<file path="src/verilog/mini16_fabric_pkg.sv">
`default_nettype none

package mini16_fabric_pkg;

  // Word widths
  localparam int WIDTH_I = 16;
  localparam int WIDTH_D = 32;

  // I/O register window, 32 words
  localparam int DEPTH_IO_REG = 5;

  // Bank field sits right above the offset
  localparam int BANK_BITS = 3;

  // Master write banks, anything else selects a single PE
  typedef enum logic [BANK_BITS-1:0] {
    MW_MEM_D     = 3'd0,
    MW_IO_REG    = 3'd1,
    MW_BROADCAST = 3'd7
  } master_w_bank_e;

  typedef enum logic [BANK_BITS-1:0] {
    MR_MEM_D  = 3'd0,
    MR_IO_REG = 3'd1,
    MR_U2M    = 3'd2,
    MR_S2M    = 3'd3
  } master_r_bank_e;

  // Loader banks; offset 0 of LD_CTRL is the master reset word
  typedef enum logic [BANK_BITS-1:0] {
    LD_MEM_I = 3'd0,
    LD_CTRL  = 3'd1,
    LD_U2M   = 3'd2
  } loader_bank_e;

  typedef enum logic [0:0] {
    CB_S2M  = 1'b0,
    CB_VRAM = 1'b1
  } collector_bank_e;

  typedef enum logic [DEPTH_IO_REG-1:0] {
    IOW_RESET_PE = 5'd0,
    IOW_LED      = 5'd1,
    IOW_UART     = 5'd2
  } io_w_reg_e;

  typedef enum logic [DEPTH_IO_REG-1:0] {
    IOR_UART_BUSY = 5'd0
  } io_r_reg_e;

endpackage

`default_nettype wire

</file>
<file path="src/verilog/mini16_io_regs.sv">
`timescale 1ns/1ps
`default_nettype none

module mini16_io_regs
  (
   input  wire                                          clk,
   input  wire                                          rst_n,
   input  wire                                          io_we,
   input  wire mini16_fabric_pkg::io_w_reg_e            w_addr,
   input  wire [mini16_fabric_pkg::WIDTH_D-1:0]         w_data,
   input  wire [mini16_fabric_pkg::DEPTH_IO_REG-1:0]    r_addr,
   input  wire                                          uart_busy,
   output logic [mini16_fabric_pkg::WIDTH_D-1:0]        r_data,
   output logic [15:0]                                  led,
   output logic                                         pe_reset,
   output logic [7:0]                                   uart_tx_data,
   output logic                                         uart_tx_we
   );

  import mini16_fabric_pkg::*;

  logic             io_we_q;
  io_w_reg_e        w_addr_q;
  logic [WIDTH_D-1:0] w_data_q;
  logic             uart_wr_q;
  logic             uart_hit;

  // Internal write stage
  always_ff @(posedge clk)
  begin
    w_addr_q <= w_addr;
    w_data_q <= w_data;
  end

  assign uart_hit = io_we_q && (w_addr_q == IOW_UART);

  always_ff @(posedge clk or negedge rst_n)
  begin
    if (!rst_n)
    begin
      io_we_q <= 1'b0;
      led <= '0;
      pe_reset <= 1'b0;
      uart_tx_data <= '0;
      uart_wr_q <= 1'b0;
      uart_tx_we <= 1'b0;
    end
    else
    begin
      io_we_q <= io_we;
      if (io_we_q)
      begin
        case (w_addr_q)
          IOW_RESET_PE: pe_reset <= w_data_q[0];
          IOW_LED: led <= w_data_q[15:0];
          IOW_UART: uart_tx_data <= w_data_q[7:0];
          default: ;
        endcase
      end
      // Pulse goes out once the byte is already in place
      uart_wr_q <= uart_hit;
      uart_tx_we <= uart_wr_q;
    end
  end

  // Only the busy flag is readable
  always_ff @(posedge clk)
  begin
    r_data <= (r_addr == IOR_UART_BUSY) ? {{(WIDTH_D-1){1'b0}}, uart_busy} : '0;
  end

  a_tx_we_single: assert property (
    @(posedge clk) disable iff (!rst_n)
    (uart_tx_we && $past(uart_tx_we))
      |-> ($past(io_we && (w_addr == IOW_UART), 3)
           && $past(io_we && (w_addr == IOW_UART), 4)))
    else $error("uart_tx_we held without back to back UART writes");

endmodule

`default_nettype wire

</file>
<file path="config.mk">
export PLATFORM = sky130hd
export DESIGN_NAME = mini16_io_regs
export DESIGN_NICKNAME = d
export VERILOG_FILES = /design/src/verilog/mini16_fabric_pkg.sv /design/src/verilog/mini16_io_regs.sv
export SDC_FILE = /design/constraint.sdc
export NUM_CORES = 1
export LEC_CHECK = 0
export BUFFER_PORTS_ARGS = -buffer_cell sky130_fd_sc_hd__buf_4
export CAP_MARGIN = 20
export CORE_ASPECT_RATIO = 2
export CORE_MARGIN = 4
export CORE_UTILIZATION = 39
export DETAILED_ROUTE_END_ITERATION = 8
export GPL_TIMING_DRIVEN = 1
export MAX_ROUTING_LAYER = met4
export PLACE_DENSITY = 0.75
export SLEW_MARGIN = 25
export SYNTH_ARGS = -nofsm -noshare
export SYNTH_HDL_FRONTEND = slang
export SYNTH_SLANG_ARGS = --single-unit
</file>
<file path="constraint.sdc">
create_clock -name clk -period 1.5 [get_ports clk]
set_clock_uncertainty 0.05 [all_clocks]
set_input_delay 0.225 -clock clk [delete_from_list [all_inputs] [get_ports clk]]
set_output_delay 0.225 -clock clk [all_outputs]
set_load 0.01 [all_outputs]
</file>
# Word level (Yosys, flattened, before mapping)
# Cells that the tools add are included.
# Widths: inputs -> output; s select.
[word_totals]
elab_cells = 18
reg_bits = 81
input_bits = 46
out_inout_bits = 58
[classes]
n_reduce_logical = 6
n_eq_ne = 2
[ops]
columns = ["op", "count"]
rows = [
  ["$logic_not 5->1", 2],
  ["$reduce_and 2->1", 3],
  ["$eq 5x1->1 const B", 1],
  ["$eq 5x2->1 const B", 1],
  ["$logic_and 1x1->1", 1],
]

# Depth between registers and ports, before layout
[logic_depth]
ltp_word = 2
depth_mapped = 4
mapped_depth_nobuf = 3

# Worst setup path after synthesis
# OpenSTA, ideal clock, no wires.
[synth_path]
path_kind = "reg-to-reg"
startpoint = "register w_addr_q[3]"
endpoint = "register led[10]"
arrival_ns = 1.302
synth_period_minus_slack_ns = 1.477
path_stages_with_launch = 5
setup_slack_ns = 0.023
required_ns = 1.325
path_buffers = 1
setup_ns = 0.125
cell_sequence = "dfxtp_1 > nor4b_4 > nand3b_4 > buf_6 > mux2_4"
[synth_between]
elab_chain_cells = 2
[synth_lines]
columns = ["element", "line", "source"]
rows = [
  ["start: declaration", "mini16_io_regs.sv:23", "io_w_reg_e w_addr_q;"],
  ["start signal: assignment", "mini16_io_regs.sv:31", "w_addr_q <= w_addr;"],
  ["$eq 5x1->1", "mini16_io_regs.sv:53", "case (w_addr_q)"],
  ["$reduce_and 2->1 (no line)", "-", ""],
  ["end signal: assignment", "mini16_io_regs.sv:55", "IOW_LED: led <= w_data_q[15:0];"],
  ["end: declaration", "mini16_io_regs.sv:14", "output logic [15:0] led,"],
]
# No other way between the ends.
# A chain may end at the register's enable or synchronous reset.

# Worst setup path after layout
[layout_path]
startpoint = "register w_addr_q[3]"
endpoint = "register led[13]"
# The elaborated chain is that of the path after synthesis.

==> results.ini <==
[outcome]
status = complete, no violations

[floorplan]
rows = 34
die_w_um = 55.9
io_pins = 104
die_y_um = 104
floorplan.initialDensity = 0.408
core_area_um2 = 4380
total_die_area_um2 = 5800

[drt]
detail_route.vias_per_cell = 4.15
ant_nets = 0
routed_wl_mm = 3.16
remaining_drc_errors = 0
wl_per_cell_um = 12.2
vias = 1080
detail_route.iter0.violations = 3
detailedRoute.firstPassIterationCount = 3

[power]
power-per-cell-area_nw_per_um2 = 1160
power_leakage_nw = 1.33
power.ir.vdd_worst_mv = 0.869

[logic_synthesis]
seq_total_area_yosys = 0.638
synthDominantCellAreaShare = 0.392
ys_warn_count = 0
ys_top_cells_by_count = sky130_fd_sc_hd__buf_4, sky130_fd_sc_hd__dfrtp_1, sky130_fd_sc_hd__dfxtp_1
biggest_area_consumer_among_synthesized_cells = sky130_fd_sc_hd__dfrtp_1
dominantRegCellSynth = sky130_fd_sc_hd__dfrtp_1
synth.top_cells.by_area = sky130_fd_sc_hd__dfrtp_1, sky130_fd_sc_hd__dfxtp_1, sky130_fd_sc_hd__buf_4
number_of_enable_flip_flop_cells_after_synthesis = 0
synthDistinctLibCells = 15
synth.cell_area_um2 = 1790
synth_async_sr_flop_share = 0.560
post-synth-top-count-cell = sky130_fd_sc_hd__buf_4
mean_syn_cell_area_um2 = 15.4
synth.ff_latch_count = 50
postSynthCellCount = 116

[global_route]
grt_first_pass_wirelength_mm = 5.33
overflow = 0
grt_pass1_vias = 1147
grt_max_degree = 29
gr-usage-all-layers = 0.120
initial_antenna_violation_count = 0

[timing]
fmax_mhz = 677
unrepaired_setup_endpoints_after_global_routing = yes
final_max_slew_viol_count = 0
report.final.setup_viol = 0
final_min_period_over_clock_period = 0.984
finalCriticalPeriod_ns = 1.48
hold_viol_final = 0

[placed_design]
placed_cells_incl_taps = 228
placedInstanceArea_um2 = 2190
io_buffer_count = 56
post-dp-hpwl_mm = 2.19
gpl.final_weighted_congestion = 0.640

[worst_setup_path]
endpoint_kind = register
worst_setup_path_start_kind = register
timing.critical_path.arrival_ns = 1.60
cp.required_ns = 1.63
setup.worst_path.class = reg -> reg
crit_path_max_fanout = 13

[clock_network]
cts-htree-levels = 2
clockRootBuffer = sky130_fd_sc_hd__clkbuf_8
clk_pin_slew_worst_paths_ns = 0.08
clkLatencyLatePin_ns = 0.28
clk_path_buf_depth = 2
clock_sink_count = 50
numCtsBuffers = 5
tritoncts = done

[min_path]
hold_path_class = in -> reg

[finish]
design_area_final_um2 = 2530
fin_nets = 251
fraction_of_layout_instances_using_a_drive_strength_above_1 = 0.471
layout.cells.non_filler = 260
synthesis_to_layout_area_growth_pct = 41.2
num_antenna_cells = 0

[flow_run]
maxCapViolCount = 0

cell usage in the layout (no fill, tap or decap):
cell,n
sky130_fd_sc_hd__dlygate4sd3_1,23
sky130_fd_sc_hd__nor2_1,1
sky130_fd_sc_hd__mux2_2,15
sky130_fd_sc_hd__buf_12,1
sky130_fd_sc_hd__dfxtp_1,21
sky130_fd_sc_hd__or4b_2,1
sky130_fd_sc_hd__dfxtp_2,1
sky130_fd_sc_hd__mux2_4,10
sky130_fd_sc_hd__dfrtp_1,28
sky130_fd_sc_hd__clkbuf_8,6
sky130_fd_sc_hd__nand3b_4,2
sky130_fd_sc_hd__clkbuf_1,2
sky130_fd_sc_hd__buf_4,60
sky130_fd_sc_hd__inv_1,1
sky130_fd_sc_hd__nand2_1,1
sky130_fd_sc_hd__conb_1,31
sky130_fd_sc_hd__nor4b_4,1
sky130_fd_sc_hd__nor3_1,1
routing by layer:
layer,GRT usage,routed length [µm]
met1,0.127,1090
met2,0.202,1690
met3,0.0423,328
met4,0.0458,54
met5,-,0
area by class of cell:
class	instances	area, µm²
flip-flops and latches	50	1140
fillers	350	1860
clock buffers	8	90.1
inverters	1	3.75
well taps	54	67.6
repair buffers	84	701
multi-input cells	63	522
final timing paths:
kind                                        end  cells after the start  slack (ns)         from
worst min-delay path                  r_data[0]                      2        0.04    r_addr[1]
max in group asynchronous       uart_tx_data[5]                      2        0.79        rst_n
min in group asynchronous                led[6]                      2        0.35        rst_n
worst max register to register          led[13]                      5        0.02  w_addr_q[3]
worst max-delay path                    led[13]                      5        0.02  w_addr_q[3]
worst min register to register       uart_tx_we                      0        0.30    uart_wr_q
registers in the layout, summed over array words and instances, names as in the netlist:
register	flops
led	16
r_data	1
uart_tx_data	8
pe_reset	1
io_we_q	1
w_addr_q	5
uart_tx_we	1
w_data_q	16
uart_wr_q	1
repair_timing:
action,4_1_cts,5_1_grt
hold buffers,23,0
pin swaps,2,1
hold endpoints to repair,50,0
resized for setup,0,2
setup endpoints to repair,1,23
cloned,0,0
buffers inserted,0,1
worst max-delay path, cell delays in order, from the launching register on:
cell                       delay (ns)
sky130_fd_sc_hd__dfxtp_2         0.33
sky130_fd_sc_hd__nor4b_4         0.25
sky130_fd_sc_hd__buf_4           0.18
sky130_fd_sc_hd__nand3b_4        0.09
sky130_fd_sc_hd__buf_12          0.16
sky130_fd_sc_hd__mux2_4          0.30
cell families after synthesis:
family,count (synthesis),synth area share
flip-flops,50,0.638
buffers and inverters,33,0.138
multiplexers,25,0.178
AND/OR/NAND/NOR,7,0.0433
other,1,0.00210
power breakdown:
part / switching, W / internal [W]
Clock: 0.000381 / 0.000376
Sequential: 0.0000844 / 0.00150
Combinational: 0.000223 / 0.000372
Total: 0.000688 / 0.00225
metrics by stage:
step	hold WS, ns	setup TNS [ns]	utilization	total power (W)	worst slack, ns
final	0.0449	0	0.577	0.00294	0.0239
after global routing	0.0268	-0.122	0.577	0.00311	-0.0244
after CTS	0.0295	0	0.573	0.00299	0.00155
after detailed placement	0.120	0	0.499	0.00216	0.00310
after global placement	0.116	0	0.499	0.00215	0.0293
after floorplan	-0.121	0	-	0.00191	0.0226
Power figures use the tool's default switching activity.
