==> config.mk <==
export PLATFORM = sky130hd
export DESIGN_NAME = mini16_read_mux
export DESIGN_NICKNAME = d
export VERILOG_FILES = /design/src/verilog/mini16_fabric_pkg.sv /design/src/verilog/mini16_read_mux.sv
export SDC_FILE = /design/constraint.sdc
export NUM_CORES = 1
export LEC_CHECK = 0
export BUFFER_PORTS_ARGS = -buffer_cell sky130_fd_sc_hd__buf_2
export CAP_MARGIN = 40
export CORE_ASPECT_RATIO = 1.4
export CORE_MARGIN = 2
export CORE_UTILIZATION = 26
export CTS_CLUSTER_DIAMETER = 200
export CTS_CLUSTER_SIZE = 16
export DETAILED_ROUTE_END_ITERATION = 6
export SETUP_SLACK_MARGIN = 0.4
export SYNTH_ARGS = -nofsm -noshare
export SYNTH_HDL_FRONTEND = slang
export SYNTH_SLANG_ARGS = --single-unit
==> constraint.sdc <==
create_clock -name clk -period 1.8 [get_ports clk]
set_input_delay 0.09 -clock clk [delete_from_list [all_inputs] [get_ports clk]]
set_output_delay 0.09 -clock clk [all_outputs]
set_load 0.005 [all_outputs]
==> src/verilog/mini16_fabric_pkg.sv <==
`default_nettype none

package mini16_fabric_pkg;

  // Word widths
  localparam int WIDTH_I = 16;
  localparam int WIDTH_D = 32;

  // I/O register window, 32 words
  localparam int DEPTH_IO_REG = 5;

  // Bank field sits right above the offset
  localparam int BANK_BITS = 3;

  // Master write banks, anything else selects a single PE
  typedef enum logic [BANK_BITS-1:0] {
    MW_MEM_D     = 3'd0,
    MW_IO_REG    = 3'd1,
    MW_BROADCAST = 3'd7
  } master_w_bank_e;

  typedef enum logic [BANK_BITS-1:0] {
    MR_MEM_D  = 3'd0,
    MR_IO_REG = 3'd1,
    MR_U2M    = 3'd2,
    MR_S2M    = 3'd3
  } master_r_bank_e;

  // Loader banks; offset 0 of LD_CTRL is the master reset word
  typedef enum logic [BANK_BITS-1:0] {
    LD_MEM_I = 3'd0,
    LD_CTRL  = 3'd1,
    LD_U2M   = 3'd2
  } loader_bank_e;

  typedef enum logic [0:0] {
    CB_S2M  = 1'b0,
    CB_VRAM = 1'b1
  } collector_bank_e;

  typedef enum logic [DEPTH_IO_REG-1:0] {
    IOW_RESET_PE = 5'd0,
    IOW_LED      = 5'd1,
    IOW_UART     = 5'd2
  } io_w_reg_e;

  typedef enum logic [DEPTH_IO_REG-1:0] {
    IOR_UART_BUSY = 5'd0
  } io_r_reg_e;

endpackage

`default_nettype wire

==> src/verilog/mini16_read_mux.sv <==
`timescale 1ns/1ps
`default_nettype none

module mini16_read_mux
  (
   input  wire                                   clk,
   input  wire mini16_fabric_pkg::master_r_bank_e rd_bank_q,
   input  wire [mini16_fabric_pkg::WIDTH_D-1:0]  mem_d_data,
   input  wire [mini16_fabric_pkg::WIDTH_D-1:0]  io_data,
   input  wire [mini16_fabric_pkg::WIDTH_D-1:0]  u2m_data,
   input  wire [mini16_fabric_pkg::WIDTH_D-1:0]  s2m_data,
   output logic [mini16_fabric_pkg::WIDTH_D-1:0] d_r_data
   );

  import mini16_fabric_pkg::*;

  // Sources are one cycle behind the address, so is the bank
  always_ff @(posedge clk)
  begin
    case (rd_bank_q)
      MR_MEM_D:
      begin
        d_r_data <= mem_d_data;
      end
      MR_IO_REG:
      begin
        d_r_data <= io_data;
      end
      MR_U2M:
      begin
        d_r_data <= u2m_data;
      end
      // s2m and every unused bank
      default:
      begin
        d_r_data <= s2m_data;
      end
    endcase
  end

endmodule

`default_nettype wire

# After elaboration in Yosys (flattened, before gate mapping)
# Cells that the tools add are included.
# word_totals
register_bits	32
latchBits	0
ram_bits	0
rom_bits	0
in_bits	132
out_inout_bits	32
word_cells	5
mem_count	0
# classes
add_sub_neg	0
mul	0
div_mod_pow	0
n_lt_le_gt_ge	0
eq_ne	2
shift	0
muxes	1
n_bitwise	0
reduce_logical	1
# ops
operator	n
32-bit case mux with 3 select lines	1
3-bit by 1-bit equality test with 1-bit output (second input constant)	1
3-bit by 2-bit equality test with 1-bit output (second input constant)	1
3-bit zero test	1

# Logic depth before layout (Yosys ltp)
# Gate-level depths: netlist of the first run.
# logic_depth
word_depth	2
ltp_mapped	5
ltp_nobuf	3

# Worst setup path after synthesis of the first run
# No wires, ideal clock.
# synth_timing
kind	input to register
startpoint	input port rd_bank_q[1]
endpoint	register d_r_data[10] (netlist bit)
setup_time_ns	0.128
arrival_ns	0.883
required_ns	1.672
slack_ns	0.789
stages	5
n_path_buf	2
path_cell_list	buf_6 -> buf_6 -> mux2_4 -> a22oi_1 -> o21ai_1
# synth_via
elab_chain_cells	2
elab_cells_between_ends	4
cone_classes	eq/ne (2); mux (1); reduce/logical (1)
# synth_lines
element	line	rtl
start: declaration	mini16_read_mux.sv:7	input wire mini16_fabric_pkg::master_r_bank_e rd_bank_q,
3-bit by 2-bit equality test with 1-bit output, or another cell as far along	mini16_read_mux.sv:20	case (rd_bank_q)
32-bit case mux with 3 select lines (*)	mini16_read_mux.sv:20	
end signal: assignment	mini16_read_mux.sv:23	d_r_data <= mem_d_data;
end signal: assignment	mini16_read_mux.sv:27	d_r_data <= io_data;
end signal: assignment	mini16_read_mux.sv:31	d_r_data <= u2m_data;
end: declaration	mini16_read_mux.sv:12	output logic [mini16_fabric_pkg::WIDTH_D-1:0] d_r_data
# Every way passes the cells marked *; elsewhere a longest branch is shown, timed or not.

# Final worst setup path of the first run
# layout_timing
startpoint	input port rd_bank_q[2]
endpoint	register d_r_data[0] (netlist bit)
# Same word-level chain as after synthesis.

==> results.toml, run 1 <==
[cells_and_area]
layout-drive-gt1-share_pct = 61.8
largest_register_ff_count = 32
largest-register = "d_r_data"
reg_top3 = "d_r_data (32)"
area_growth_pct = 53.6
layout.nets = 470
finish.instance_area_um2 = 2830
diodes = 0
final_core_util_pct = 41.0

[power]
p_per_area_nw_per_um2 = 679
leakagePower_nw = 1.39
worst_ir_drop_vdd_mv = 0.294

[synth]
ys_seq_area_share_pct = 34.8
synth_top_area_share_pct = 34.8
synth_area_um2 = 1840
synth_compound_area_share_pct = 34.8
yosys_warnings = 0
synthSimpleGateAreaFrac_pct = 0.544
synthTopCellsByArea = "dfxtp_1 35%, a22oi_1 26%, mux2_4 16%, o21ai_1 7.6%, mux2_2 7.3%"
yosys-mux-area-fraction_pct = 23.7
synthCells = 183
synth_seq_cells = 32
synth-xor-area-share_pct = 0
synth.largest_area_cell = "dfxtp_1"
synthAdderAreaFrac_pct = 0
ys_types = 12
syn_nets = 315
synth_top_family_by_area = "compound AO/OA/AOI/OAI gates"
syn_avg_cell_area_um2 = 10.1

[setup_path]
worstPathArrival_ps = 1420
critPathKind = "primary input to register"
crit_required_ps = 2000
end_kind = "register"
critical_path.max_fanout = 18
cp-start-kind = "primary input"

[min_path]
holdCritStartpoint = "s2m_data[23]"
hp-class = "primary input to register"
hold_path_end = "d_r_data[23]"
worstHoldPathCells = 3

[sta]
relSlewSlack_pct = 56.2
rsz0062_at_grt = "no"
fin_crit_ps = 1220
setup_tns_ps = 0
hold_violations = 0
tightest_slew_ps = 656
finalCritPeriodShare_pct = 68.0
setup_viol = 0
hold_slack_ps = 68.0
drv_slew = 0
clock.fmax_ghz = 0.817

[drt]
ant_nets = 0
drtIter0Drc = 64
num_vias = 2061
drc_errors = 0
routed_wl_um = 6110
vias_per_cell = 4.76
dr.pass1.iters = 4
wl_per_cell_um = 14.1

[job]
maxCapViolCount = 0

[clocking]
cts_tree = "done"
cts_resized = 0
cts_hold_buf = 0
cts_buffer_depth = 2
clock-root-buffer = "clkbuf_8"
numCtsBuffers = 5
cts.sinks = 32
htreeDepth = 2
clkTransAtPathRegs_ps = 60
cts_setup_buffers = 0

[global_route]
grt_pass1_vias = 2062
overflow = 0
grt_max_degree = 65
grt_pass1_wl_um = 9230
grtUsageTotal_pct = 15.2
antenna_found_initial = 0

[place]
port_buffers = 163
gp_congestion = 0.720
placed_cell_area_um2 = 2730
dp_hpwl_um = 4510

[status]
status = "complete, no violations"

[floorplanning]
core-area_um2 = 6890
initial_core_util_pct = 26.7
ios = 164
die_w_um = 75.1
row_count = 36
die_y_um = 104
dieArea_um2 = 7780
-- routing by layer --
metal  track usage [%]  share of wire, %  up-vias
li1                  -                 -     1029
met1              15.4                37      922
met2              28.6                53      100
met3              3.21               8.2       10
met4              5.61               2.2        0
met5                 0                 0        -
-- cell families after synthesis --
group	count (synthesis)
compound gates	96
mux	32
flops	32
buf+inv	21
simple gates	2
-- placed cells by master (no fill, tap or decap), drive strengths merged --
cell      n
clkbuf    7
mux2     32
a22oi    64
o21ai    32
inv       1
nor2      2
buf     168
dfxtp    32
-- cell usage after synthesis --
library cell,number
nor2_2,1
o21ai_1,28
buf_6,3
mux2_4,20
nor2_1,1
dfxtp_1,32
buf_2,10
a22oi_1,64
inv_1,1
mux2_2,12
o21ai_0,4
clkbuf_1,7
-- critical path: stages --
cell and delay [ps]:
buf_2 180, nor2_2 530, buf_4 360, a22oi_1 90
o21ai_0 160
-- how the worst max path moves through the flow --
stage / start / end / slack, ps / cells past startpoint
after floorplan: rd_bank_q[1] / d_r_data[10] / 790 / 5
after global placement: rd_bank_q[2] / d_r_data[29] / 290 / 5
after detailed placement: rd_bank_q[2] / d_r_data[0] / 260 / 5
after CTS: rd_bank_q[2] / d_r_data[29] / 560 / 5
after global routing: rd_bank_q[2] / d_r_data[28] / 450 / 5
final: rd_bank_q[2] / d_r_data[0] / 580 / 5
-- power breakdown --
part | leakage [nW] | internal [mW] | switching [mW]
logic | 1.07 | 0.301 | 0.223
clock network | 0.0503 | 0.340 | 0.254
registers | 0.270 | 0.783 | 0.0162
-- layout make-up --
| class | instances | area [um2] |
|---|---|---|
| Clock buffer | 7 | 96.3 |
| Fill cell | 716 | 4070 |
| Inverter | 1 | 3.75 |
| Multi-Input combinational cell | 130 | 1090 |
| Sequential cell | 32 | 641 |
| Tap cell | 95 | 119 |
| Timing Repair Buffer | 168 | 878 |
-- through the flow --
stage	instances	power, mW	setup WS, ps
2_1_floorplan	183	1.08	789
3_3_place_gp	426	1.34	288
5_1_grt	433	2.04	449
6_report	433	1.92	576
4_1_cts	433	1.96	555
3_5_place_dp	426	1.35	261
No activity file was read; power rests on OpenSTA's default activity.
==> inputs of run 2 (changes only) <==
- clock period: 1.8 -> 1.28 ns (I/O delays scaled with it)
==> run 2 against run 1 <==
Net effect:
- hold slack worse by 30 ps
- clock power is 36% higher
- critical path type unchanged
- first-iteration DRC count is 61% higher
- critical endpoint is now d_r_data[5]
- non-clock buffer count is 12 higher
- design area is 6.6% higher
- worst setup slack worse by 120 ps
- die area stayed put
- sequential share of layout area is 1.4 points lower
- global-route usage is 0.32 points higher
- sequential cell count stayed put
- total power is 43% higher
==> results.toml, run 2 (same netlist as run 1, synthesis figures left out) <==
[sta]
finalCritPeriodShare_pct = 64.5
hold_violations = 0
fin_ws_ps = 455
tightest_slew_ps = 316
fin_crit_ps = 825
clock.fmax_ghz = 1.21
setup_viol = 0
setup_tns_ps = 0
drv_slew = 0
hold_slack_ps = 37.7
relSlewSlack_pct = 79.0
rsz0062_at_grt = "no"

[setup_path]
path_cells = "buf_6, clkbuf_16, buf_4, mux2_4, a22oi_1, o21ai_1"
crit_buf_inv = 3
crit_required_ps = 1450
worstPathArrival_ps = 1000
critical_path.max_fanout = 7
cp-start-kind = "primary input"
crit_family = "buffers and inverters"
end_kind = "register"
crit_slowest_cell = "mux2_4"
critPathMaxStageDelay_ps = 280
critPathKind = "primary input to register"
cp_num_cells = 6
crit_start = "rd_bank_q[1]"

[cells_and_area]
nFillCells = 681
largest-register = "d_r_data"
layout.nets = 482
final_common_cell = "buf_2"
reg_top3 = "d_r_data (32)"
area_growth_pct = 63.6
layout_common_cells = "162 x buf_2, 64 x a22oi_1, 32 x dfxtp_1"
layout-drive-gt1-share_pct = 62.7
diodes = 0
largest_register_ff_count = 32

[min_path]
holdCritStartpoint = "s2m_data[13]"
worstHoldPathCells = 3
hp-class = "primary input to register"
hold_path_end = "d_r_data[13]"

[floorplanning]
dieArea_um2 = 7780
die_y_um = 104
core-area_um2 = 6890
ios = 164
die_w_um = 75.1
initial_core_util_pct = 26.7
row_count = 36

[drt]
ant_nets = 0
routed_wl_um = 6660
wl_per_cell_um = 14.9
dr.pass1.iters = 4
drc_errors = 0
num_vias = 2184
vias_per_cell = 4.90
drtIter0Drc = 103

[global_route]
grt_pass1_vias = 2089
overflow = 0
grt_pass1_wl_um = 9390
grt_max_degree = 36
antenna_found_initial = 0
globalRouteMet1Util_pct = 16.8
busiest_layer = "met2"
grt_use_met3_pct = 2.53
met2_usage_pct = 28.2
grtUsageTotal_pct = 15.5

[clocking]
clock-root-buffer = "clkbuf_8"
cts_tree = "done"
cts_buffer_depth = 2
cts.sinks = 32
numCtsBuffers = 5
clkTransAtPathRegs_ps = 70
htreeDepth = 2

[power]
worst_ir_drop_vdd_mv = 0.339
p_per_area_nw_per_um2 = 913
leakagePower_nw = 1.48

[place]
port_buffers = 163
gp_congestion = 0.807
dp_hpwl_um = 4610
place_ws_ps = 117

[job]
maxCapViolCount = 0

[status]
status = "complete, no violations"
run 2: cell types whose count changed in the layout (fill, tap and decap cells not counted), sizes merged:
cell,change
buf,+8
clkbuf,+5
run 2: report_power, final:
part	leakage (nW)	internal, mW	switching, mW	total (mW)
Sequential	0.270	1.10	0.0220	1.12
Combinational	1.17	0.478	0.339	0.817
Clock	0.0455	0.439	0.372	0.811
run 2: worst max path at each step:
stage / slack [ps] / to
after floorplan: 350 / d_r_data[10]
after global placement: 130 / d_r_data[2]
after detailed placement: 120 / d_r_data[29]
after CTS: 420 / d_r_data[29]
after global routing: 350 / d_r_data[0]
final: 450 / d_r_data[5]
run 2: tightest hold or removal path: stages:
cell and delay (ps):
buf_2 90, a22oi_1 70, o21ai_1 60
run 2: final cells by class:
| class | instances | area (um2) | area share [%] |
|---|---|---|---|
| multi-input combinational | 130 | 1090 | 36.1 |
| timing repair buffer | 180 | 1070 | 35.5 |
| sequential | 32 | 641 | 21.3 |
| tap | 95 | 119 | 3.95 |
| clock buffer | 8 | 90.1 | 2.99 |
| inverter | 1 | 3.75 | 0.125 |
run 2: per-layer routing:
metal,part of all wire (%),wire (um)
met2,53,3540
met5,0,0
met4,2.1,138
met1,39,2600
met3,5.6,372
run 2: timing repair:
item | in CTS | in global routing
resized for setup | 0 | 4
setup buffers | 0 | 5
setup endpoints to repair | 0 | 13
hold buffers | 0 | 0
run 2: through the flow:
stage                     total power, mW  cell area [um2]  utilization (%)  instances
after floorplan                      1.53             1870                -        183
after global placement               1.90             2770             40.1        429
after detailed placement             1.91             2770             40.1        429
after CTS                            2.75             2860             41.4        437
after global routing                 2.93             3010             43.7        446
final                                2.75             3010             43.7        446
